### config.mk
export PLATFORM = sky130hd
export DESIGN_NAME = conv_window_shifter
export DESIGN_NICKNAME = d
export VERILOG_FILES = /design/src/cnn_pkg.sv /design/src/conv_window_shifter.sv
export SDC_FILE = /design/constraint.sdc
export NUM_CORES = 1
export LEC_CHECK = 0
export BUFFER_PORTS_ARGS = -buffer_cell sky130_fd_sc_hd__buf_4
export CAP_MARGIN = 5
export CORE_MARGIN = 10
export CORE_UTILIZATION = 30
export DETAILED_ROUTE_END_ITERATION = 8
export PLACE_DENSITY = 0.54
export SLEW_MARGIN = 20
export SYNTH_ARGS = -nofsm -noshare
export SYNTH_HDL_FRONTEND = slang
export SYNTH_SLANG_ARGS = --single-unit
### constraint.sdc
create_clock -name aclk -period 4 [get_ports aclk]
set_input_delay 0.8 -clock aclk [delete_from_list [all_inputs] [get_ports aclk]]
set_output_delay 0.8 -clock aclk [all_outputs]
set_load 0.01 [all_outputs]
### src/cnn_pkg.sv
package cnn_pkg;

  localparam int WORD_WIDTH         = 8;
  localparam int UNITS              = 4;
  localparam int KERNEL             = 3;
  localparam int UNITS_EDGES        = UNITS + KERNEL - 1;
  localparam int IM_IN_S_DATA_WORDS = 8;
  localparam int WEIGHTS_DMA_BITS   = 32;
  localparam int WORD_WIDTH_ACC     = 20;
  localparam int LRELU_SHIFT        = 3;
  localparam int FIFO_DEPTH         = 4;
  localparam int FIFO_PTR_BITS      = $clog2(FIFO_DEPTH);
  localparam int KERNEL_BITS        = $clog2(KERNEL);

  typedef logic signed [WORD_WIDTH-1:0]     pixel_t;
  typedef logic signed [WORD_WIDTH-1:0]     weight_t;
  typedef logic signed [WORD_WIDTH_ACC-1:0] acc_t;

  // Row 0 is the top edge row, held in byte lane 0
  typedef struct packed {
    pixel_t [UNITS_EDGES-1:0] px;
  } pixel_col_t;

  // Column 0 is the oldest, leftmost column
  typedef struct packed {
    logic                    last;
    pixel_col_t [KERNEL-1:0] col;
  } window_t;

  // Indexed as w[column][row]
  typedef struct packed {
    weight_t [KERNEL-1:0][KERNEL-1:0] w;
  } kernel_t;

  typedef struct packed {
    acc_t [UNITS-1:0] res;
  } out_beat_t;

  typedef enum logic {
    load_kernel,
    run
  } engine_state_e;

endpackage

### src/conv_window_shifter.sv
`timescale 1ns/1ns

module conv_window_shifter (
  input  logic                aclk,
  input  logic                arst_n,
  input  cnn_pkg::pixel_col_t s_pixels_tdata,
  input  logic                s_pixels_tvalid,
  input  logic                s_pixels_tlast,
  output logic                s_pixels_tready,
  output cnn_pkg::window_t    win,
  output logic                win_valid,
  input  logic                win_ready
);
  import cnn_pkg::*;

  pixel_col_t [KERNEL-1:0] cols;
  logic                    last_q;
  logic [KERNEL_BITS-1:0]  col_cnt;
  logic                    col_fire;

  // Column register doubles as the output register, so it stalls with it
  assign s_pixels_tready = !win_valid || win_ready;
  assign col_fire        = s_pixels_tvalid && s_pixels_tready;

  assign win.col  = cols;
  assign win.last = last_q;

  // Newest column enters at the top index
  always_ff @(posedge aclk) begin
    if (col_fire) begin
      cols   <= {s_pixels_tdata, cols[KERNEL-1:1]};
      last_q <= s_pixels_tlast;
    end
  end

  always_ff @(posedge aclk or negedge arst_n) begin
    if (!arst_n) begin
      col_cnt   <= '0;
      win_valid <= 1'b0;
    end else if (col_fire) begin
      // Window complete once two earlier columns of this frame are held
      win_valid <= (col_cnt == KERNEL_BITS'(KERNEL - 1));
      if (s_pixels_tlast) begin
        col_cnt <= '0;
      end else if (col_cnt != KERNEL_BITS'(KERNEL - 1)) begin
        col_cnt <= col_cnt + 1'b1;
      end
    end else if (win_ready) begin
      win_valid <= 1'b0;
    end
  end

endmodule

After elaboration in Yosys (flattened, before gate mapping)
Cells that the tools add are included.
Operators by class
  add/subtract/negate cells: 1
  $mul: 0
  div/mod/pow operators: 0
  order comparisons: 0
  eq/ne operators: 2
  shift-type cells: 0
  mux-type cells: 4
  bitwise logic cells: 0
  reduce and logical (&&, ||, !) cells: 6
Operators by type and width (number)
  two-way mux 2 bit: 2
  nonzero test 2 bit: 2
  adder 2 x 1 -> 2 bit (second input constant): 1
  equality test 2 bit (second input constant): 1
  two-way mux 1 bit: 2
  != test 2 bit (second input constant): 1
  AND reduction 2 bit: 1
  logical AND 1 bit: 1
  zero test 1 bit: 1
  logical OR 1 bit: 1
Word-level totals
  register bits: 148
  latch bits: 0
  RAM bits: 0
  memory bits (read-only): 0
  input bits: 53
  output and inout port bits: 147
  word-level logic and storage cells: 34
  memories kept: 0

Logic depth before layout (Yosys ltp)
Gate-level depths: netlist (run 1).
  depth in word-level cells: 4
  mapped depth: 5

Least setup slack after synthesis (run 1)
No wires, ideal clock.
  path kind: input-to-reg
  start: input port win_ready
  end: register last_q (enable)
  setup time: 498 ps
  arrival time: 3796 ps
  data required time: 3502 ps
  path slack: -294 ps
  stages on the path: 4
  buffers on the path: 0
  cells stage by stage: nor2b_4 inv_2 nand2_1 inv_1
Between the ends
  cells in the longest elaborated chain, start to end: 2
Ends and longest elaborated chain
  start: declaration: RTL line conv_window_shifter.sv:12  | input logic win_ready
  logical OR 1 bit: RTL line conv_window_shifter.sv:22  | assign s_pixels_tready = !win_valid || win_ready;
  via s_pixels_tready: RTL line conv_window_shifter.sv:9  | output logic s_pixels_tready,
  logical AND 1 bit: RTL line conv_window_shifter.sv:23  | assign col_fire = s_pixels_tvalid && s_pixels_tready;
  via col_fire: RTL line conv_window_shifter.sv:19  | logic col_fire;
  end signal: assignment: RTL line conv_window_shifter.sv:32  | last_q <= s_pixels_tlast;
  end: declaration: RTL line conv_window_shifter.sv:17  | logic last_q;
The timed path passes the listed nets, and every way through them passes these cells.
A chain may end at the register's enable or synchronous reset.

Final worst setup path (run 1)
  start: input port win_ready
  end: output port s_pixels_tready
Between the ends
  cells in the longest elaborated chain, start to end: 1
Ends and longest elaborated chain (RTL line)
  logical OR 1 bit: conv_window_shifter.sv:22
  end: declaration: conv_window_shifter.sv:9
Every way passes these cells.

==> flow_metrics.py, run 1 <==
metrics = {
    "outcome": {
        "status": "finished clean",
    },
    "cells_and_area": {
        "drive_above_1_share_pct": 58.9,
        "nets": 439,
        "antennaDiodeCount": 0,
        "finalInstanceArea_um2": 6890,
        "syn_to_final_growth_pct": 51.5,
    },
    "clock_network": {
        "htreeDepth": 4,
        "cts_setup_buffers": 0,
        "numCtsBuffers": 17,
        "clkSinkCount": 148,
        "insertion_delay_ns": 0.41,
        "cts.repair.resized": 0,
        "cts_hold_buf": 0,
        "cts_max_path_buffers": 2,
        "clk_pin_slew_worst_paths_ns": 0.06,
        "cts_tree": "done",
        "clockRootBuffer": "clkbuf_16",
    },
    "sta": {
        "hold_ws_ns": 0.167,
        "fin_tns_setup_ns": 0,
        "period_share_pct": 51.7,
        "finalSetupViolCount": 0,
        "max_freq_mhz": 484,
        "slew_headroom_pct": 48.6,
        "fin_skew_ns": 0.00538,
        "worst_slack_ns": 1.93,
        "rsz0062_at_grt": "no",
        "hold_viol_final": 0,
        "tightestPinTransition_ns": 0.771,
        "fin_crit_ns": 2.07,
        "maxSlewViolCount": 0,
    },
    "detailed_routing": {
        "num_vias": 2426,
        "first_pass_iters": 4,
        "drt_iter0_markers": 121,
        "ant_nets": 0,
        "viasPerCell": 4.18,
        "wl_um": 10700,
        "post_drt_wl_per_cell_um": 18.5,
        "drc_errors": 0,
    },
    "floorplanning": {
        "dieArea_um2": 20500,
        "rows": 44,
        "die_y_um": 143,
        "io_pins": 200,
        "core_region_area_um2": 14700,
        "start_util_pct": 30.9,
        "die_x_um": 143,
    },
    "global_route": {
        "grt_pass1_wl_um": 15600,
        "grt_max_degree": 85,
        "antenna_found_initial": 0,
        "globalRouteTotalUtil_pct": 10.2,
        "grt_pass1_vias": 2601,
        "overflow": 0,
    },
    "pwr": {
        "p_total_w": 0.00416,
        "irDropWorstVdd_mv": 0.268,
        "p_per_area_nw_per_um2": 603,
        "cellLeakagePower_nw": 2.77,
    },
    "critical_path": {
        "cp-end-kind": "output pin",
        "critPathSlowestCell": "nor2b_4",
        "slowest_delay_ns": 0.14,
        "rrSetupSlack_ns": 2.18,
        "worst_setup_path_start_kind": "input pin",
        "arrival_ns": 1.27,
        "setup.worst_path.class": "in -> out",
        "crit_top_cell": "buf_4",
        "crit_family": "buffers and inverters",
        "crit_required_ns": 3.20,
        "cp_cell_sequence": "buf_4 > nor2b_4 > inv_2 > buf_4",
        "crit_buf_inv": 3,
        "worstPathMaxFanout": 4,
    },
    "place": {
        "place_congestion": 0.706,
        "dpl_cell_area_um2": 6300,
        "io_buffers": 199,
        "dp_hpwl_um": 7870,
        "dp_slack_ns": 1.75,
    },
    "synthesis": {
        "seq_area_frac_synth_pct": 97.4,
        "synth_top_cell_area_share_pct": 95.7,
        "ys_types": 14,
        "yosysTopAreaCell": "edfxtp_1",
        "syn-num-nets": 220,
        "netlist_area_um2": 4550,
        "syn_area_per_cell_um2": 27.4,
        "synthTopCellsByArea": "edfxtp_1 (96%), dfrtp_1 (1.7%), o41ai_2 (0.36%)",
        "ys_warn_count": 0,
        "synth_seq_cells": 148,
        "synthCells": 166,
    },
    "job": {
        "max_cap_viol_count": 0,
    },
    "hold_path": {
        "min_path_type": "in -> async",
    },
}
==> through the flow <==
stage               std cells  utilization, %
floorplan                 166               -
global placement          550            42.8
detailed placement        550            42.8
CTS                       581            46.9
global route              581            46.9
finish                    581            46.9
==> worst paths after layout <==
check | startpoint | to | depth (start not counted)
min | arst_n | win_valid | 1
min in group aclk | win[53] | win[5] | 0
max reg2reg | win_valid | win[18] | 5
min reg2reg | win[53] | win[5] | 0
max | win_ready | s_pixels_tready | 4
max in group asynchronous | arst_n | col_cnt[1] | 1
==> sequential cells by signal (all words and copies together) (netlist names) <==
name / count
win: 144
last_q: 1
col_cnt: 2
win_valid: 1
==> cells in the mapped netlist <==
master / n
edfxtp_1: 145
nand2_1: 4
dfrtp_1: 3
inv_1: 3
inv_2: 2
a21oi_1: 1
a22o_1: 1
a311o_2: 1
buf_4: 1
ha_1: 1
nor2b_4: 1
nor3_1: 1
o41ai_2: 1
or3_1: 1
==> routing by layer <==
metal,vias to the layer above,wire length (um),track usage (%)
li1,1105,-,-
met1,1174,3880,10.7
met2,138,5040,15.2
met3,9,1670,7.76
met4,0,147,3.96
met5,-,0,0
==> report_power, final <==
part	internal, W	switching [W]
registers	0.00195	0.0000808
logic	0.000260	0.000272
clock network	0.00103	0.000566
==> layout make-up <==
cell class                 instances  area (um2)
fill                            1277        7810
sequential                       148        4430
timing repair buffer             201        1520
clock buffer                      19         433
tap                              184         230
clock inverter                    12         163
multi-input combinational         12        93.8
inverter                           5        22.5
==> cell usage in the layout (no fill, tap or decap), types with 2 or more instances in the layout <==
cell type / count
clkinvlp_4: 3
clkinv_2: 4
edfxtp_1: 145
clkinv_1: 2
clkbuf_16: 17
dfrtp_1: 3
clkbuf_1: 2
buf_4: 200
inv_1: 2
inv_2: 2
nand2_1: 4
bufinv_16: 4
==> cell families (layout without fill, tap and decap cells) <==
| family | count (synthesis) | count (layout) | synth area share, % |
|---|---|---|---|
| AOI/OAI and AO/OA | 4 | 4 | 0.908 |
| adders and majority gates | 1 | 1 | 0.275 |
| buffers and inverters | 6 | 237 | 0.578 |
| DFF | 148 | 148 | 97.4 |
| and+or+nand+nor | 7 | 7 | 0.880 |
(Power assumes the default switching activity.)
==> run 2, diff against run 1 <==
--- a/config.mk
+++ b/config.mk
@@ -5,6 +5,7 @@
 export SDC_FILE = /design/constraint.sdc
 export NUM_CORES = 1
 export LEC_CHECK = 0
+export ABC_AREA = 1
 export BUFFER_PORTS_ARGS = -buffer_cell sky130_fd_sc_hd__buf_4
 export CAP_MARGIN = 5
 export CORE_MARGIN = 10
==> constraint.sdc (replaced) <==
create_clock -name aclk -period 1.68 [get_ports aclk]
set_input_delay 0.336 -clock aclk [delete_from_list [all_inputs] [get_ports aclk]]
set_output_delay 0.336 -clock aclk [all_outputs]
set_load 0.01 [all_outputs]
==> flow_metrics.py, run 2 <==
metrics = {
    "sta": {
        "fin_crit_ns": 1.44,
        "tightestPinTransition_ns": 0.359,
        "finalSetupViolCount": 0,
        "slew_headroom_pct": 76.1,
        "fin_tns_setup_ns": 0,
        "hold_viol_final": 0,
        "fin_skew_ns": 0.00670,
        "hold_ws_ns": 0.0930,
        "rsz0062_at_grt": "no",
        "period_share_pct": 86.0,
        "max_freq_mhz": 692,
        "maxSlewViolCount": 0,
    },
    "outcome": {
        "status": "finished clean",
    },
    "pwr": {
        "p_total_w": 0.00959,
        "irDropWorstVdd_mv": 0.704,
        "p_per_area_nw_per_um2": 1390,
        "cellLeakagePower_nw": 2.77,
    },
    "critical_path": {
        "crit_required_ns": 1.34,
        "cp_cell_sequence": "nand2_2 > buf_4",
        "setup.worst_path.class": "reg -> out",
        "critPathSlowestCell": "dfrtp_2",
        "slowest_delay_ns": 0.44,
        "worst_setup_path_start_kind": "register",
        "reg2regPathDepth": 3,
        "arrival_ns": 1.11,
        "worstPathMaxFanout": 5,
        "cp-end-kind": "output pin",
    },
    "synthesis": {
        "synth_top_family_by_area": "simple AND/OR/NAND/NOR gates",
        "ys_warn_count": 0,
        "netlist_area_um2": 4530,
        "syn-num-nets": 221,
        "seq_area_frac_synth_pct": 97.7,
        "synthMuxAreaShare_pct": 0,
        "synth_common_cells": "edfxtp_1 (145), nand2_1 (6), dfrtp_1 (3), inv_1 (3)",
        "syn_area_per_cell_um2": 27.1,
        "synth_fa_ha_area_share_pct": 0.276,
        "synth_edf_count": 145,
        "synth_top_cell_area_share_pct": 96.1,
        "synth-compound-area-share_pct": 0.166,
        "yosys.area_share.simple_pct": 1.44,
        "synthCells": 167,
        "ys_types": 11,
        "yosysTopAreaCell": "edfxtp_1",
        "synthTopCellsByArea": "edfxtp_1 (96%), dfrtp_1 (1.7%), nand2_1 (0.50%)",
        "async_reset_ff_share_pct": 2.03,
        "synth_seq_cells": 148,
        "yosysMostFrequentCell": "edfxtp_1",
        "synth_xor_area_share_pct": 0,
        "synthFlopType": "edfxtp_1",
    },
    "cells_and_area": {
        "layout_commonest_cell": "buf_4",
        "drive_above_1_share_pct": 59.0,
        "antennaDiodeCount": 0,
        "syn_to_final_growth_pct": 52.2,
        "finalInstanceArea_um2": 6900,
        "largest_register_ffs": 144,
        "nets": 443,
        "final_cell_mix": "buf_4 (199), edfxtp_1 (145), clkbuf_16 (17), nand2_1 (6)",
    },
    "global_route": {
        "grt_max_degree": 67,
        "grt_pass1_vias": 2633,
        "antenna_found_initial": 0,
        "grt_pass1_wl_um": 15600,
        "overflow": 0,
        "globalRouteTotalUtil_pct": 10.3,
    },
    "detailed_routing": {
        "viasPerCell": 4.14,
        "num_vias": 2416,
        "wl_um": 10900,
        "drt_iter0_markers": 127,
        "drc_errors": 0,
        "first_pass_iters": 4,
        "post_drt_wl_per_cell_um": 18.6,
        "ant_nets": 0,
    },
    "place": {
        "io_buffers": 199,
        "place_congestion": 0.729,
        "dpl_cell_area_um2": 6340,
        "dp_hpwl_um": 8220,
    },
    "floorplanning": {
        "dieArea_um2": 20400,
        "die_x_um": 143,
        "core_region_area_um2": 14600,
        "rows": 44,
        "start_util_pct": 31.0,
        "io_pins": 200,
        "die_y_um": 143,
    },
    "clock_network": {
        "numCtsBuffers": 17,
        "clkSinkCount": 148,
        "cts_setup_buffers": 0,
        "cts_tree": "done",
        "clk_pin_slew_worst_paths_ns": 0.06,
        "clockRootBuffer": "clkbuf_16",
        "cts.repair.resized": 0,
        "cts_max_path_buffers": 2,
        "htreeDepth": 4,
        "cts_hold_buf": 1,
        "insertion_delay_ns": 0.41,
    },
    "hold_path": {
        "worstHoldPathCells": 1,
        "min_path_type": "in -> reg",
    },
    "job": {
        "max_cap_viol_count": 0,
    },
}
run 2: cell count changes after synthesis, sizes merged, moves of 2 or more:
cell / change
inv: -2
nand2: +4
nand4: +2
nor2: +2
run 2: final timing paths:
kind	startpoint	to	slack, ns
max	win_valid	s_pixels_tready	0.24
min	s_pixels_tdata[47]	win[143]	0.09
max reg2reg	win_valid	win[67]	0.29
min reg2reg	win[80]	win[32]	0.45
max in group asynchronous	arst_n	win_valid	1.32
min in group asynchronous	arst_n	col_cnt[0]	0.25
run 2: cell type report:
class / instances / area (um2)
clock buffers: 19 / 433
clock inverters: 11 / 114
fillers: 1282 / 7740
inverters: 3 / 13.8
multi-input cells: 15 / 96.3
flip-flops and latches: 148 / 4430
well taps: 184 / 230
repair buffers: 204 / 1580
run 2: through the flow:
stage	util, %	setup WS [ns]	cells
2_1_floorplan	-	-1.62	167
3_3_place_gp	43.3	0.269	553
3_5_place_dp	43.3	0.257	553
4_1_cts	47.1	0.200	584
5_1_grt	47.1	0.162	584
6_report	47.1	0.235	584
run 2: where the power goes:
part / leakage [nW] / internal, W / switching, W
Sequential: 1.45 / 0.00463 / 0.000198
Combinational: 1.06 / 0.000619 / 0.000630
Clock: 0.258 / 0.00215 / 0.00137
Total: 2.77 / 0.00739 / 0.00220
run 2: logic make-up after synthesis:
logic type	after synthesis
fa+ha+maj	1
compound gates	1
flops	148
simple gates	13
buf+inv	4
run 2: worst max-delay path, delay by kind of cell, from the launching register on:
kind | cells | cell delay, ns
DFF | 1 | 0.44
buffers and inverters | 1 | 0.14
and+or+nand+nor | 1 | 0.12
run 2: layer usage:
layer,share of wire (%),GRT usage (%),vias up
met3,14,7.93,12
li1,-,-,1108
met2,48,15.6,130
met5,0,0,-
met4,1.4,4.72,0
met1,36,10.4,1166
==> run 3, diff against run 2 <==
--- a/config.mk
+++ b/config.mk
@@ -11,7 +11,7 @@
 export CORE_MARGIN = 10
 export CORE_UTILIZATION = 30
 export DETAILED_ROUTE_END_ITERATION = 8
-export PLACE_DENSITY = 0.54
+export PLACE_DENSITY = 0.62
 export SLEW_MARGIN = 20
 export SYNTH_ARGS = -nofsm -noshare
 export SYNTH_HDL_FRONTEND = slang
==> flow_metrics.py, run 3 (synthesis gave the netlist of run 2 again) <==
metrics = {
    "global_route": {
        "grt_pass1_wl_um": 16400,
        "antenna_found_initial": 0,
        "grt_max_degree": 48,
        "overflow": 0,
        "grt_pass1_vias": 2796,
        "globalRouteTotalUtil_pct": 10.9,
    },
    "sta": {
        "fin_crit_ns": 1.45,
        "maxSlewViolCount": 0,
        "hold_viol_final": 0,
        "hold_ws_ns": 0.0871,
        "slew_headroom_pct": 82.9,
        "max_freq_mhz": 689,
        "rsz0062_at_grt": "no",
        "tightestPinTransition_ns": 0.257,
        "fin_skew_ns": 0.0132,
        "finalSetupViolCount": 0,
        "period_share_pct": 86.4,
    },
    "cells_and_area": {
        "ff_latch_area_um2": 4430,
        "syn_to_final_growth_pct": 53.4,
        "n_fill_cell": 1250,
        "drive_above_1_share_pct": 59.3,
        "layout_commonest_cell": "buf_4",
        "largest_register_ffs": 144,
        "nets": 445,
        "multi_input_area_um2": 96.3,
        "final_cell_mix": "buf_4 (200), edfxtp_1 (145), clkbuf_16 (17), nand2_1 (6), clkinv_2 (6)",
        "antennaDiodeCount": 0,
    },
    "job": {
        "max_cap_viol_count": 0,
    },
    "floorplanning": {
        "rows": 44,
        "die_y_um": 143,
        "core_region_area_um2": 14600,
        "io_pins": 200,
        "dieArea_um2": 20400,
        "die_x_um": 143,
        "start_util_pct": 31.0,
    },
    "critical_path": {
        "worstPathMaxFanout": 5,
        "crit_required_ns": 1.34,
        "cp-end-kind": "output pin",
        "critPathSlowestCell": "dfrtp_2",
        "worst_setup_path_start_kind": "register",
        "cp_cell_sequence": "nand2_2 > buf_4",
        "arrival_ns": 1.12,
        "slowest_delay_ns": 0.43,
        "setup.worst_path.class": "reg -> out",
    },
    "clock_network": {
        "clkSinkCount": 148,
        "cts_tree": "done",
        "numCtsBuffers": 17,
        "insertion_delay_ns": 0.42,
        "clk_pin_slew_worst_paths_ns": 0.06,
        "cts_max_path_buffers": 2,
        "htreeDepth": 4,
        "clockRootBuffer": "clkbuf_16",
    },
    "detailed_routing": {
        "wl_met2_um": 5080,
        "first_pass_iters": 5,
        "drt_iter0_markers": 96,
        "num_vias": 2478,
        "viasPerCell": 4.22,
        "met1_length_um": 4300,
        "dr_wl_met3_um": 1660,
        "post_drt_wl_per_cell_um": 19.1,
        "drc_errors": 0,
        "wl_um": 11200,
        "routed.top_layer": "met4",
        "ant_nets": 0,
    },
    "pwr": {
        "p_per_area_nw_per_um2": 1410,
        "cellLeakagePower_nw": 2.81,
        "irDropWorstVdd_mv": 0.791,
        "p_total_w": 0.00978,
    },
    "outcome": {
        "status": "finished clean",
    },
    "place": {
        "place_congestion": 0.770,
        "io_buffers": 199,
        "dp_hpwl_um": 8560,
    },
    "hold_path": {
        "min_path_type": "in -> reg",
    },
}
-- run 3: stage by stage --
step	cell area [um2]	utilization (%)	setup WS, ns	setup TNS (ns)	instances
after floorplan	4550	-	-1.62	-234.89	167
final	6950	47.5	0.228	0	587
after CTS	6950	47.5	0.212	0	587
after global placement	6370	43.5	0.266	0	555
after global routing	6950	47.5	0.174	0	587
after detailed placement	6370	43.5	0.231	0	555
-- run 3: path summary, 6_finish.rpt --
| kind | from | end | cells after the start | slack [ns] |
|---|---|---|---|---|
| worst max-delay path | win_valid | s_pixels_tready | 2 | 0.23 |
| worst min-delay path | s_pixels_tdata[30] | win[126] | 1 | 0.09 |
| worst max register to register | win_valid | win[55] | 3 | 0.30 |
| worst min register to register | win[51] | win[3] | 0 | 0.45 |
| max in group asynchronous | arst_n | win_valid | 2 | 1.33 |
| min in group asynchronous | arst_n | win_valid | 2 | 0.24 |
-- run 3: power by group --
group          switching [W]  internal [W]  total [W]
Combinational       0.000640      0.000635    0.00128
Clock                0.00137       0.00230    0.00367
Sequential          0.000205       0.00463    0.00483
Total                0.00222       0.00756    0.00978
-- run 3: layout make-up --
| type | instances | area share (%) |
|---|---|---|
| clock inverters | 12 | 2.00 |
| well taps | 184 | 3.31 |
| multi-input cells | 15 | 1.39 |
| clock buffers | 19 | 6.23 |
| repair buffers | 206 | 23.2 |
| inverters | 3 | 0.198 |
| flip-flops and latches | 148 | 63.7 |
-- run 3: worst max-delay path: cells and delay by family, from the launching register on --
kind	cells	cell delay (ns)
DFF	1	0.43
and+or+nand+nor	1	0.13
buffers and inverters	1	0.14
-- run 3: metal layers --
layer	track usage, %	up-vias
met5	0	-
met4	4.89	0
met3	8.13	10
met2	16.3	163
met1	11.3	1194
li1	-	1111
-- run 3: repair_timing --
| action | CTS | global route |
|---|---|---|
| gates resized for setup | 0 | 0 |
| setup buffers | 0 | 0 |
| hold buffers | 1 | 0 |
| hold endpoints to repair | 3 | 0 |
