<file path="config.mk">
export PLATFORM = sky130hd
export DESIGN_NAME = window_fifo
export DESIGN_NICKNAME = d
export VERILOG_FILES = /design/src/cnn_pkg.sv /design/src/window_fifo.sv
export SDC_FILE = /design/constraint.sdc
export NUM_CORES = 1
export LEC_CHECK = 0
export ABC_AREA = 0
export BUFFER_PORTS_ARGS = -buffer_cell sky130_fd_sc_hd__buf_2
export CAP_MARGIN = 10
export CORE_ASPECT_RATIO = 0.5
export CORE_MARGIN = 3
export CORE_UTILIZATION = 45
export DETAILED_ROUTE_END_ITERATION = 7
export PLACE_DENSITY = 0.73
export REMOVE_ABC_BUFFERS = 1
export SYNTH_ARGS = -nofsm -noshare
export SYNTH_HDL_FRONTEND = slang
export SYNTH_SLANG_ARGS = --single-unit
</file>
<file path="constraint.sdc">
create_clock -name aclk -period 7.4 [get_ports aclk]
set_input_delay 0 -clock aclk [delete_from_list [all_inputs] [get_ports aclk]]
set_output_delay 0 -clock aclk [all_outputs]
set_load 0.02 [all_outputs]
</file>
<file path="src/cnn_pkg.sv">
package cnn_pkg;

  localparam int WORD_WIDTH         = 8;
  localparam int UNITS              = 4;
  localparam int KERNEL             = 3;
  localparam int UNITS_EDGES        = UNITS + KERNEL - 1;
  localparam int IM_IN_S_DATA_WORDS = 8;
  localparam int WEIGHTS_DMA_BITS   = 32;
  localparam int WORD_WIDTH_ACC     = 20;
  localparam int LRELU_SHIFT        = 3;
  localparam int FIFO_DEPTH         = 4;
  localparam int FIFO_PTR_BITS      = $clog2(FIFO_DEPTH);
  localparam int KERNEL_BITS        = $clog2(KERNEL);

  typedef logic signed [WORD_WIDTH-1:0]     pixel_t;
  typedef logic signed [WORD_WIDTH-1:0]     weight_t;
  typedef logic signed [WORD_WIDTH_ACC-1:0] acc_t;

  // Row 0 is the top edge row, held in byte lane 0
  typedef struct packed {
    pixel_t [UNITS_EDGES-1:0] px;
  } pixel_col_t;

  // Column 0 is the oldest, leftmost column
  typedef struct packed {
    logic                    last;
    pixel_col_t [KERNEL-1:0] col;
  } window_t;

  // Indexed as w[column][row]
  typedef struct packed {
    weight_t [KERNEL-1:0][KERNEL-1:0] w;
  } kernel_t;

  typedef struct packed {
    acc_t [UNITS-1:0] res;
  } out_beat_t;

  typedef enum logic {
    load_kernel,
    run
  } engine_state_e;

endpackage

</file>
<file path="src/window_fifo.sv">
`timescale 1ns/1ns

module window_fifo (
  input  logic             aclk,
  input  logic             arst_n,
  input  cnn_pkg::window_t wr_data,
  input  logic             wr_valid,
  output logic             wr_ready,
  output cnn_pkg::window_t rd_data,
  output logic             rd_valid,
  input  logic             rd_ready
);
  import cnn_pkg::*;

  window_t                mem [FIFO_DEPTH];
  logic [FIFO_PTR_BITS-1:0] wr_ptr;
  logic [FIFO_PTR_BITS-1:0] rd_ptr;
  logic [FIFO_PTR_BITS:0]   count;
  logic                     wr_fire;
  logic                     rd_fire;

  assign wr_ready = (count != (FIFO_PTR_BITS + 1)'(FIFO_DEPTH));
  assign rd_valid = (count != '0);
  assign wr_fire  = wr_valid && wr_ready;
  assign rd_fire  = rd_valid && rd_ready;

  // Fall-through read port
  assign rd_data = mem[rd_ptr];

  always_ff @(posedge aclk) begin
    if (wr_fire) begin
      mem[wr_ptr] <= wr_data;
    end
  end

  // Depth is a power of two, pointers wrap on their own
  always_ff @(posedge aclk or negedge arst_n) begin
    if (!arst_n) begin
      wr_ptr <= '0;
      rd_ptr <= '0;
      count  <= '0;
    end else begin
      if (wr_fire) begin
        wr_ptr <= wr_ptr + 1'b1;
      end
      if (rd_fire) begin
        rd_ptr <= rd_ptr + 1'b1;
      end
      case ({wr_fire, rd_fire})
        2'b10:   count <= count + 1'b1;
        2'b01:   count <= count - 1'b1;
        default: count <= count;
      endcase
    end
  end

endmodule

</file>
== Word-level counts from Yosys, hierarchy flattened ==
Memories as Yosys holds them, arrays and structs flattened.
Index checks and enable logic that the tools add are counted.
Widths: inputs -> output; s select.

* Bits in registers: 7
* RAM bits: 580
* Input bits: 149
* Output and inout port bits: 147
* Logic and storage cells: 18
* Memories: 1

* Add/sub/neg operators: 4
* Equal/unequal tests: 3
* Multiplexer cells: 3
* Reduce and logical (&&, ||, !) cells: 4

{| class="wikitable"
|+ Memories
! name !! depth !! bits a word !! rd ports !! clocked after memory_dff !! write ports !! line !! text
|-
| mem || 4 || 145 || 1 || 0 || 1 || window_fifo.sv:15 || <nowiki>window_t mem [FIFO_DEPTH];</nowiki>
|}

{| class="wikitable"
|+ Operators with widths
! operator !! number
|-
| $pmux 3 s2 || 1
|-
| $add 2x1->2 const B || 2
|-
| $add 3x1->3 const B || 1
|-
| $ne 3x3->1 const B || 1
|-
| $reduce_bool 3->1 || 1
|-
| $sub 3x1->3 const B || 1
|-
| $eq 2x1->1 const B || 1
|-
| $eq 2x2->1 const B || 1
|-
| $logic_and 1x1->1 || 2
|-
| $mux 1 || 2
|-
| $reduce_bool 2->1 || 1
|}

== Longest topological paths before layout ==
Gate-level depths: netlist of run 1.

* Word-level depth: 4
* Mapped depth: 9
* Gate-level depth less buffers: 9

== Worst setup path after synthesis of run 1 ==
No wires, ideal clock.

* Path type: reg-to-reg
* From: reg count[2]
* To: mem mem[0][0] in the netlist's numbering, enable pin
* Setup time: 0.440 ns
* Arrival: 2.504 ns
* Required time: 6.960 ns
* Path slack: 4.456 ns
* Stages on the path, launching flop included: 3
* Path buffers: 0
* Period minus slack after synthesis: 2.944 ns
* Path through: dfrtp_1 -> or3b_4 -> and3_2

* Cells in the longest elaborated chain, start to end: 4

{| class="wikitable"
|+ Ends and longest elaborated chain
! element !! line !! text
|-
| start, declared || window_fifo.sv:18 || <nowiki>logic [FIFO_PTR_BITS:0] count;</nowiki>
|-
| start signal, assigned || window_fifo.sv:50 || <nowiki>2'b10: count <= count + 1'b1;</nowiki>
|-
| start signal, assigned || window_fifo.sv:51 || <nowiki>2'b01: count <= count - 1'b1;</nowiki>
|-
| start signal, assigned || window_fifo.sv:52 || <nowiki>default: count <= count;</nowiki>
|-
| $ne 3x3->1 || window_fifo.sv:22 || <nowiki>assign wr_ready = (count != (FIFO_PTR_BITS + 1)'(FIFO_DEPTH));</nowiki>
|-
| named net wr_ready || window_fifo.sv:8 || <nowiki>output logic wr_ready,</nowiki>
|-
| $logic_and 1x1->1 || window_fifo.sv:24 || <nowiki>assign wr_fire = wr_valid && wr_ready;</nowiki>
|-
| $mux 1 || window_fifo.sv:31 || <nowiki>if (wr_fire) begin</nowiki>
|-
| $mux 1 (not written as such) || window_fifo.sv:32 || <nowiki>mem[wr_ptr] <= wr_data;</nowiki>
|-
| end, declared || window_fifo.sv:15 ||
|}

The timed path passes the listed nets, and every way through them passes these cells.

==> results of run 1 <==
how the worst max path moves through the flow:
| stage | startpoint | to | slack [ns] | depth (start not counted) |
|---|---|---|---|---|
| 4_1_cts | rd_ptr[0]$_DFFE_PN0P_ | rd_data[118] | 3.87 | 3 |
| 6_report | rd_ptr[0]$_DFFE_PN0P_ | rd_data[118] | 3.97 | 3 |
| 5_1_grt | rd_ptr[0]$_DFFE_PN0P_ | rd_data[118] | 3.63 | 3 |
| 3_3_place_gp | count[2]$_DFFE_PN0P_ | mem[0][107]$_DFFE_PP_ | 4.11 | 4 |
| 3_5_place_dp | count[2]$_DFFE_PN0P_ | mem[1][107]$_DFFE_PP_ | 4.05 | 4 |
| 2_1_floorplan | rd_ptr[0]$_DFFE_PN0P_ | rd_data[117] | 0.75 | 1 |
report_power, final:
group	total (W)	leakage, nW	switching, W	internal [W]
logic	0.00334	2.94	0.00200	0.00134
clock network	0.00239	0.723	0.00109	0.00130
registers	0.00470	5.39	0.000302	0.00440
state kept, by name (all words and copies together) (netlist names):
signal  count
mem       580
wr_ptr      2
count       3
rd_ptr      2
cell families (layout without fill, tap and decap cells):
family          Yosys count  after routing
mux                     147            147
other cells               0              3
fa+ha+maj                 6              6
xor+xnor                  6              6
buf+inv                  39            555
compound gates            1              1
flops                   587            587
simple gates              9              9
cell usage in the layout, fill, tap and decap left out, types with 2 or more instances in the layout:
cell type / netlist / routed
dlygate4sd3_1: 0 / 149
clkinv_2: 0 / 6
edfxtp_1: 580 / 580
clkbuf_16: 0 / 53
inv_1: 6 / 6
buf_2: 8 / 295
ha_1: 5 / 5
mux4_1: 7 / 7
dfrtp_1: 7 / 5
xnor2_1: 3 / 3
and3_4: 0 / 4
buf_4: 1 / 13
clkbuf_1: 2 / 15
dfrtp_4: 0 / 2
clkinv_1: 0 / 18
mux4_2: 138 / 138
diode_2: 0 / 3
xor2_1: 3 / 3
synth_stat cells:
cell type	instances
or3b_4	1
dfrtp_1	7
buf_1	6
nor2_1	1
mux2i_1	1
and3_2	4
mux4_1	7
mux4_2	138
buf_6	12
buf_2	8
buf_12	3
edfxtp_1	580
clkbuf_1	2
inv_1	6
xor2_1	3
and2_4	1
mux2_4	1
ha_1	5
buf_4	1
or3_2	1
fa_1	1
buf_8	1
nand2_1	1
o31a_2	1
xnor2_1	3
routing by layer:
layer  vias up  GRT usage (%)  share of wire [%]
met5         -              0                  0
met2       303           33.2                 56
met4         0           8.42                4.6
met1      5398           20.8                 35
li1       4423              -                  -
met3       103           2.64                4.0
stage by stage:
step | worst slack (ns) | instance area, um2
after floorplan | 0.752 | 21100
after global placement | 4.11 | 23500
after detailed placement | 4.05 | 23500
after CTS | 3.87 | 26500
after global routing | 3.63 | 26500
final | 3.97 | 26500
area by class of cell:
class	count	area, um2	area share (%)
repair buffers	457	3070	11.6
clock inverters	24	97.6	0.368
flip-flops and latches	587	17600	66.4
diodes	3	7.51	0.0283
clock buffers	68	1380	5.22
well taps	627	785	2.96
inverters	6	22.5	0.0850
multi-input cells	169	3540	13.4
worst max-delay path, stage by stage, from the launching register on:
cell     delay, ns
dfrtp_4       1.13
buf_4         0.78
mux4_1        0.66
buf_2         0.18
==> impl_metrics.ini, run 1 <==
[setup_path]
rr_worst_depth = 5
critPathRequiredTime_ns = 7.40
ff2ff_setup_slack_ns = 4.06
worstSetupPathType = reg -> out
worstReg2RegStart = wr_ptr[0]$_DFFE_PN0P_
critical_path.startpoint_type = register
end_kind = output pin
cp.arrival_ns = 3.43
crit_path_max_fanout = 54
rr_endpoint = mem[0][102]$_DFFE_PP_

[global_route]
grt.overflow.total = 0
grt_pass1_vias = 11145
grt_util_all_layers_pct = 18.0
grt_pass1_wl_um = 68600
antenna_found_initial = 3
grt_max_degree = 71

[power_and_ir_drop]
ir_drop_v = 0.000268
p_leak_nw = 9.06
p_total_w = 0.0104
power_density_mw_per_mm2 = 394

[finish]
finalNetCount = 1427
drive_gt1_share_pct = 39.4
fin_cells = 1941
fillers = 3230
area_delta_synth_final_pct = 23.7
utilization_pct = 57.5

[timing]
rsz0062_at_grt = false
period_minus_slack_ns = 3.43
tightest_slew_ns = 1.08
setup_viol = 0
hold_viol_final = 0
slew_viol_final = 0
timing.hold.ws_ns = 0.181
timing.fmax_mhz = 292
relSlewSlack_pct = 27.9
setup_tns_ns = 0
fin_crit_sh_pct = 46.3
skew_ns = 0.0208

[routing]
drc = 0
first_iter_violations = 941
vias = 10227
wl_per_cell_um = 23.2
vias_per_cell = 5.27
wirelength_um = 45000
ant_nets = 0
dr.pass1.iters = 6

[synth]
ys_seq_elements = 587
synth_top_family_by_area = multiplexers
ys_warn_count = 0
avgSynthCellArea_um2 = 27.0
muxShareOfSynthArea_pct = 15.5
synth_top_area_share_pct = 81.3
synthAdderAreaFrac_pct = 0.385
synth_area_leaders = edfxtp_1, mux4_2, mux4_1
synthCells = 795
netlist_area_mm2 = 0.0214
synth_compound_area_share_pct = 0.0467
yosys.area_share.xor_xnor_pct = 0.245
ys_seq_area_share_pct = 82.1
synth_cell_types = 25
synth_simple_gate_area_share_pct = 0.304
synth_largest_area_cell = edfxtp_1

[clock_tree]
post_cts_resized = 0
htreeDepth = 2
cts-root-buf = clkbuf_16
tritoncts = built
holdBufCountCts = 149
postCtsSetupRepairBufs = 0
cts.sinks = 587
clock_path_buffers = 3
clkTransAtPathRegs_ns = 0.07
numCtsBuffers = 51
clock_latency_ns = 0.57

[die]
rows = 55
die_area_mm2 = 0.0504
core_mm2 = 0.0461
ios = 296
die_w_um = 315
start_util_pct = 46.5
die_h_um = 160

[placed_design]
gp_congestion = 0.754
post-place-cells = 1697
port_buffers = 295
dp_hpwl_um = 26500

[worst_hold_path]
worstHoldStart = wr_data[116]
hold_depth = 2
hold_class = in -> reg
whs_endpoint = mem[3][116]$_DFFE_PP_

[outcome]
status = finished, final reports clean

[flow_run]
max_cap_violations = 0
No activity file was read; power rests on OpenSTA's default activity.
==> inputs of run 2 (changes only) <==
--- a/config.mk
+++ b/config.mk
@@ -12,7 +12,7 @@
 export CORE_MARGIN = 3
 export CORE_UTILIZATION = 45
 export DETAILED_ROUTE_END_ITERATION = 7
-export PLACE_DENSITY = 0.73
+export PLACE_DENSITY = 0.75
 export REMOVE_ABC_BUFFERS = 1
 export SYNTH_ARGS = -nofsm -noshare
 export SYNTH_HDL_FRONTEND = slang
==> constraint.sdc (replaced) <==
create_clock -name aclk -period 2.8 [get_ports aclk]
set_input_delay 0 -clock aclk [delete_from_list [all_inputs] [get_ports aclk]]
set_output_delay 0 -clock aclk [all_outputs]
set_load 0.02 [all_outputs]
==> run 2 against run 1 <==
Against the previous run:
- setup slack worse by 3.7 ns
- largest power group unchanged
- total power grew to 2.7 times the previous value
- combinational power grew to 2.9 times the previous value
==> impl_metrics.ini, run 2 (same netlist as run 1, synthesis figures left out) <==
[clock_tree]
post_cts_resized = 0
clock_latency_ns = 0.57
numCtsBuffers = 51
clkTransAtPathRegs_ns = 0.06
cts.sinks = 587
cts-root-buf = clkbuf_16
tritoncts = built
htreeDepth = 2
clock_path_buffers = 3

[timing]
fin_crit_sh_pct = 90.0
setup_viol = 0
skew_ns = 0.0196
slew_viol_final = 0
rsz0062_at_grt = false
hold_viol_final = 0
period_minus_slack_ns = 2.52
timing.fmax_mhz = 397
relSlewSlack_pct = 61.2
tightest_slew_ns = 0.583

[routing]
vias = 10520
wl_per_cell_um = 24.0
drc = 0
vias_per_cell = 5.36
wirelength_um = 47200
dr.pass1.iters = 5
first_iter_violations = 882
ant_nets = 0

[setup_path]
crit_path_max_fanout = 18
cp.arrival_ns = 2.52
critical_path.startpoint_type = register
slowest_stage = dfrtp_4
worst-path-stages = 3
slowest_delay_ns = 0.77
rr_endpoint = count[2]$_DFFE_PN0P_
worstReg2RegStart = count[1]$_DFFE_PN0P_
end_kind = output pin
path_delay_family = flip-flops
rr_worst_depth = 9
crit_path_cell_trace = buf_4 -> mux4_1 -> buf_2
critPathRequiredTime_ns = 2.80
ff2ff_setup_slack_ns = 0.61
worstSetupPathType = reg -> out
cp.buffers_inverters = 2

[die]
die_area_mm2 = 0.0504
start_util_pct = 46.5
core_mm2 = 0.0461
die_w_um = 315
die_h_um = 160
rows = 55
ios = 296

[placed_design]
dp_hpwl_um = 28700
post-place-cells = 1715
gp_congestion = 0.781
port_buffers = 295

[power_and_ir_drop]
p_total_w = 0.0284
power_density_mw_per_mm2 = 1050
p_leak_nw = 9.27
ir_drop_v = 0.000564

[finish]
area_delta_synth_final_pct = 26.0
top_regs = mem: 580 flops, count: 3 flops
utilization_pct = 58.6
fin_cells = 1964
finalNetCount = 1445
regMostFlops = mem
multi_input_area_mm2 = 0.00354
register_area_mm2 = 0.0176
drive_gt1_share_pct = 40.5
largest_reg_flops = 580
final_common_cell = edfxtp_1
fillers = 3195
final_cell_mix = edfxtp_1, buf_2, dlygate4sd3_1

[global_route]
grt_pass1_vias = 11683
grt.overflow.total = 0
antenna_found_initial = 7
grt_pass1_wl_um = 72600
grt_max_degree = 78
grt_util_all_layers_pct = 19.0

[flow_run]
max_cap_violations = 0

[worst_hold_path]
whs_endpoint = mem[1][106]$_DFFE_PP_
hold_class = in -> reg
hold_depth = 2
worstHoldStart = wr_data[106]

[outcome]
status = finished, final reports clean
## run 2: changes by cell type in the layout (fill, tap and decap cells not counted), sizes merged
cell    previous run  this run
buf              308       326
clkbuf            68        59
clkinv            24        31
diode              3         7
bufinv             0         2
inv                6         7
## run 2: area by class of cell
class                           instances  area share, %
Sequential cell                       587           65.2
Clock buffer                           59           4.92
Inverter                                6         0.0834
Tap cell                              627           2.91
Timing Repair Buffer                  475           12.9
Multi-Input combinational cell        169           13.1
Antenna cell                            7         0.0649
Clock inverter                         34          0.806
## run 2: metal layers
metal	global-route usage, %	vias up	routed length [um]
met5	0	-	0
met4	8.89	0	2390
met3	2.82	123	1960
met2	35.4	337	26700
met1	21.6	5601	16100
li1	-	4459	-
## run 2: how the worst max path moves through the flow
stage / startpoint / end / slack, ns
after detailed placement: count[0]$_DFFE_PN0P_ / count[2]$_DFFE_PN0P_ / 0.62
final: rd_ptr[0]$_DFFE_PN0P_ / rd_data[139] / 0.28
after global placement: count[0]$_DFFE_PN0P_ / count[2]$_DFFE_PN0P_ / 0.61
after CTS: rd_ptr[0]$_DFFE_PN0P_ / rd_data[127] / 0.24
after floorplan: rd_ptr[0]$_DFFE_PN0P_ / rd_data[117] / -3.85
after global routing: rd_ptr[0]$_DFFE_PN0P_ / rd_data[126] / 0.16
## run 2: worst reg2reg max path, stage by stage (launching register included)
cell,delay (ns)
dfrtp_1,0.42
or3b_4,0.45
and2_4,0.19
inv_1,0.05
ha_1,0.17
inv_1,0.06
fa_1,0.37
xor2_1,0.15
nor2_1,0.11
xor2_1,0.15
## run 2: repair_timing
| action | CTS | global route |
|---|---|---|
| setup buffers | 0 | 0 |
| endpoints found under the hold margin | 593 | 0 |
| hold buffers | 149 | 0 |
## run 2: stage by stage
stage / TNS (ns) / hold slack (ns) / setup WS [ns] / area, um2
2_1_floorplan: -599.81 / -0.296 / -3.85 / 21100
3_3_place_gp: 0 / -0.157 / 0.606 / 23900
3_5_place_dp: 0 / -0.152 / 0.617 / 23900
4_1_cts: 0 / 0.151 / 0.242 / 27000
5_1_grt: 0 / 0.175 / 0.158 / 27000
6_report: 0 / 0.181 / 0.281 / 27000
## run 2: report_power, final
part | internal, W | switching (W) | leakage (nW)
clock network | 0.00357 | 0.00300 | 0.755
logic | 0.00397 | 0.00565 | 3.12
registers | 0.0116 | 0.000651 | 5.39
==> inputs of run 3 (changes only) <==
--- a/config.mk
+++ b/config.mk
@@ -9,7 +9,6 @@
 export BUFFER_PORTS_ARGS = -buffer_cell sky130_fd_sc_hd__buf_2
 export CAP_MARGIN = 10
 export CORE_ASPECT_RATIO = 0.5
-export CORE_MARGIN = 3
 export CORE_UTILIZATION = 45
 export DETAILED_ROUTE_END_ITERATION = 7
 export PLACE_DENSITY = 0.75
==> run 3 against run 2 <==
Against the previous run:
- sequential power barely moved
- via count increased by 2.5%
- non-clock buffer count decreased by 6
- clock skew grew 0.0027 ns
- critical path type unchanged
==> impl_metrics.ini, run 3 (same netlist as run 1, synthesis figures left out) <==
[outcome]
status = finished, final reports clean

[finish]
final_cell_mix = edfxtp_1, buf_2, dlygate4sd3_1
fillers = 3275
final_common_cell = edfxtp_1
regMostFlops = mem
largest_reg_flops = 580
drive_gt1_share_pct = 39.9
area_delta_synth_final_pct = 25.4
utilization_pct = 57.3
top_regs = mem: 580 flops, count: 3 flops
finalNetCount = 1439

[global_route]
grtUsageMet1_pct = 21.9
grt_pass1_wl_um = 70500
grt_max_degree = 61
use_met2_pct = 37.5
grt_pass1_vias = 11364
grt.overflow.total = 0
grt.met3_usage_pct = 2.64
busiest_layer = met2
antenna_found_initial = 7
grt_util_all_layers_pct = 19.7

[power_and_ir_drop]
power.internal_w = 0.0190
p_total_w = 0.0284
ir_drop_v = 0.000605
power_density_mw_per_mm2 = 1060
p_sw_share_pct = 33.2
p_clk_share_pct = 22.9
p_sw_w = 0.00944
comb_power_share_pct = 34.2
p_leak_nw = 9.19
seqPwrFrac_pct = 42.9

[die]
core_mm2 = 0.0469
die_h_um = 156
ios = 296
start_util_pct = 45.6
die_w_um = 311
die_area_mm2 = 0.0485
rows = 56

[timing]
timing.fmax_mhz = 424
hold_viol_final = 0
setup_viol = 0
tightest_slew_ns = 0.501
relSlewSlack_pct = 66.6
skew_ns = 0.0223
slew_viol_final = 0
rsz0062_at_grt = false
period_minus_slack_ns = 2.36
fin_crit_sh_pct = 84.2

[flow_run]
max_cap_violations = 0

[placed_design]
port_buffers = 295
dp_hpwl_um = 27900
gp_congestion = 0.773

[clock_tree]
clkTransAtPathRegs_ns = 0.06
htreeDepth = 2
numCtsBuffers = 51
cts.sinks = 587
post_cts_resized = 0
clock_latency_ns = 0.58
cts-root-buf = clkbuf_16
clock_path_buffers = 3
tritoncts = built

[routing]
dr.pass1.iters = 5
first_iter_violations = 1047
wirelength_um = 50200
wl_per_cell_um = 25.5
drc = 0
vias = 10782
ant_nets = 0
vias_per_cell = 5.48

[setup_path]
critPathRequiredTime_ns = 2.80
worstSetupPathType = reg -> out
worstSetupStartpoint = rd_ptr[0]$_DFFE_PN0P_
rr_endpoint = count[2]$_DFFE_PN0P_
cp.arrival_ns = 2.36
end_kind = output pin
worstReg2RegStart = count[0]$_DFFE_PN0P_
endpoint = rd_data[126]
rr_worst_depth = 9
critical_path.startpoint_type = register
ff2ff_setup_slack_ns = 0.51
crit_path_max_fanout = 36

[worst_hold_path]
hold_depth = 2
hold_class = in -> reg
[run 3: cell count changes in the layout (fill, tap and decap cells not counted)]
| cell | previous run | this run |
|---|---|---|
| clkinv_1 | 23 | 12 |
| clkinv_2 | 6 | 3 |
| clkinv_8 | 2 | 1 |
| buf_4 | 8 | 5 |
| buf_12 | 23 | 20 |
| bufinv_16 | 2 | 1 |
| diode_2 | 7 | 8 |
| clkbuf_1 | 7 | 20 |
[run 3: through the flow]
stage / std cells / area, um2 / hold slack, ns / TNS [ns] / worst slack (ns)
6_report: 1967 / 26900 / 0.181 / 0 / 0.443
5_1_grt: 1966 / 26900 / 0.174 / 0 / 0.339
4_1_cts: 1959 / 26900 / 0.161 / 0 / 0.391
3_5_place_dp: 1720 / 23900 / -0.150 / 0 / 0.540
3_3_place_gp: 1720 / 23900 / -0.160 / 0 / 0.598
2_1_floorplan: 762 / 21100 / -0.296 / -599.81 / -3.85
[run 3: final cells by class]
class | count | area, um2 | share of cell area (%)
well taps | 638 | 798 | 2.97
inverters | 6 | 22.5 | 0.0838
repair buffers | 469 | 3410 | 12.7
flip-flops and latches | 587 | 17600 | 65.5
diodes | 8 | 20.0 | 0.0745
clock buffers | 72 | 1380 | 5.12
clock inverters | 18 | 115 | 0.428
multi-input cells | 169 | 3540 | 13.2
[run 3: repair_timing]
action	CTS	global route
buffers inserted	0	0
hold buffers	149	0
endpoints found under the hold margin	592	0
[run 3: worst max-delay path, stage by stage (launching register included)]
cell	delay (ns)
dfrtp_4	0.63
buf_12	0.33
mux4_1	0.61
buf_2	0.18
[run 3: power groups by stage]
stage	clock (W)	sequential, W	combinational [W]
after floorplan	0	0.0126	0.00464
after global placement	0	0.0121	0.00932
after detailed placement	0	0.0123	0.00943
after CTS	0.00651	0.0122	0.00971
after global routing	0.00687	0.0123	0.0101
final	0.00651	0.0122	0.00971
[run 3: how the worst min path moves through the flow]
stage / endpoint / start / slack [ns]
floorplan: count[0]$_DFFE_PN0P_ / arst_n / -0.30
global placement: wr_ptr[0]$_DFFE_PN0P_ / arst_n / -0.16
detailed placement: count[0]$_DFFE_PN0P_ / arst_n / -0.15
CTS: mem[2][24]$_DFFE_PP_ / wr_data[24] / 0.16
global route: mem[3][46]$_DFFE_PP_ / wr_data[46] / 0.17
finish: mem[1][45]$_DFFE_PP_ / wr_data[45] / 0.18
[run 3: routing by layer]
| metal | wire (um) | up-vias |
|---|---|---|
| met5 | 0 | - |
| met4 | 2410 | 0 |
| met3 | 2200 | 140 |
| met2 | 28600 | 472 |
| met1 | 17000 | 5716 |
| li1 | - | 4454 |
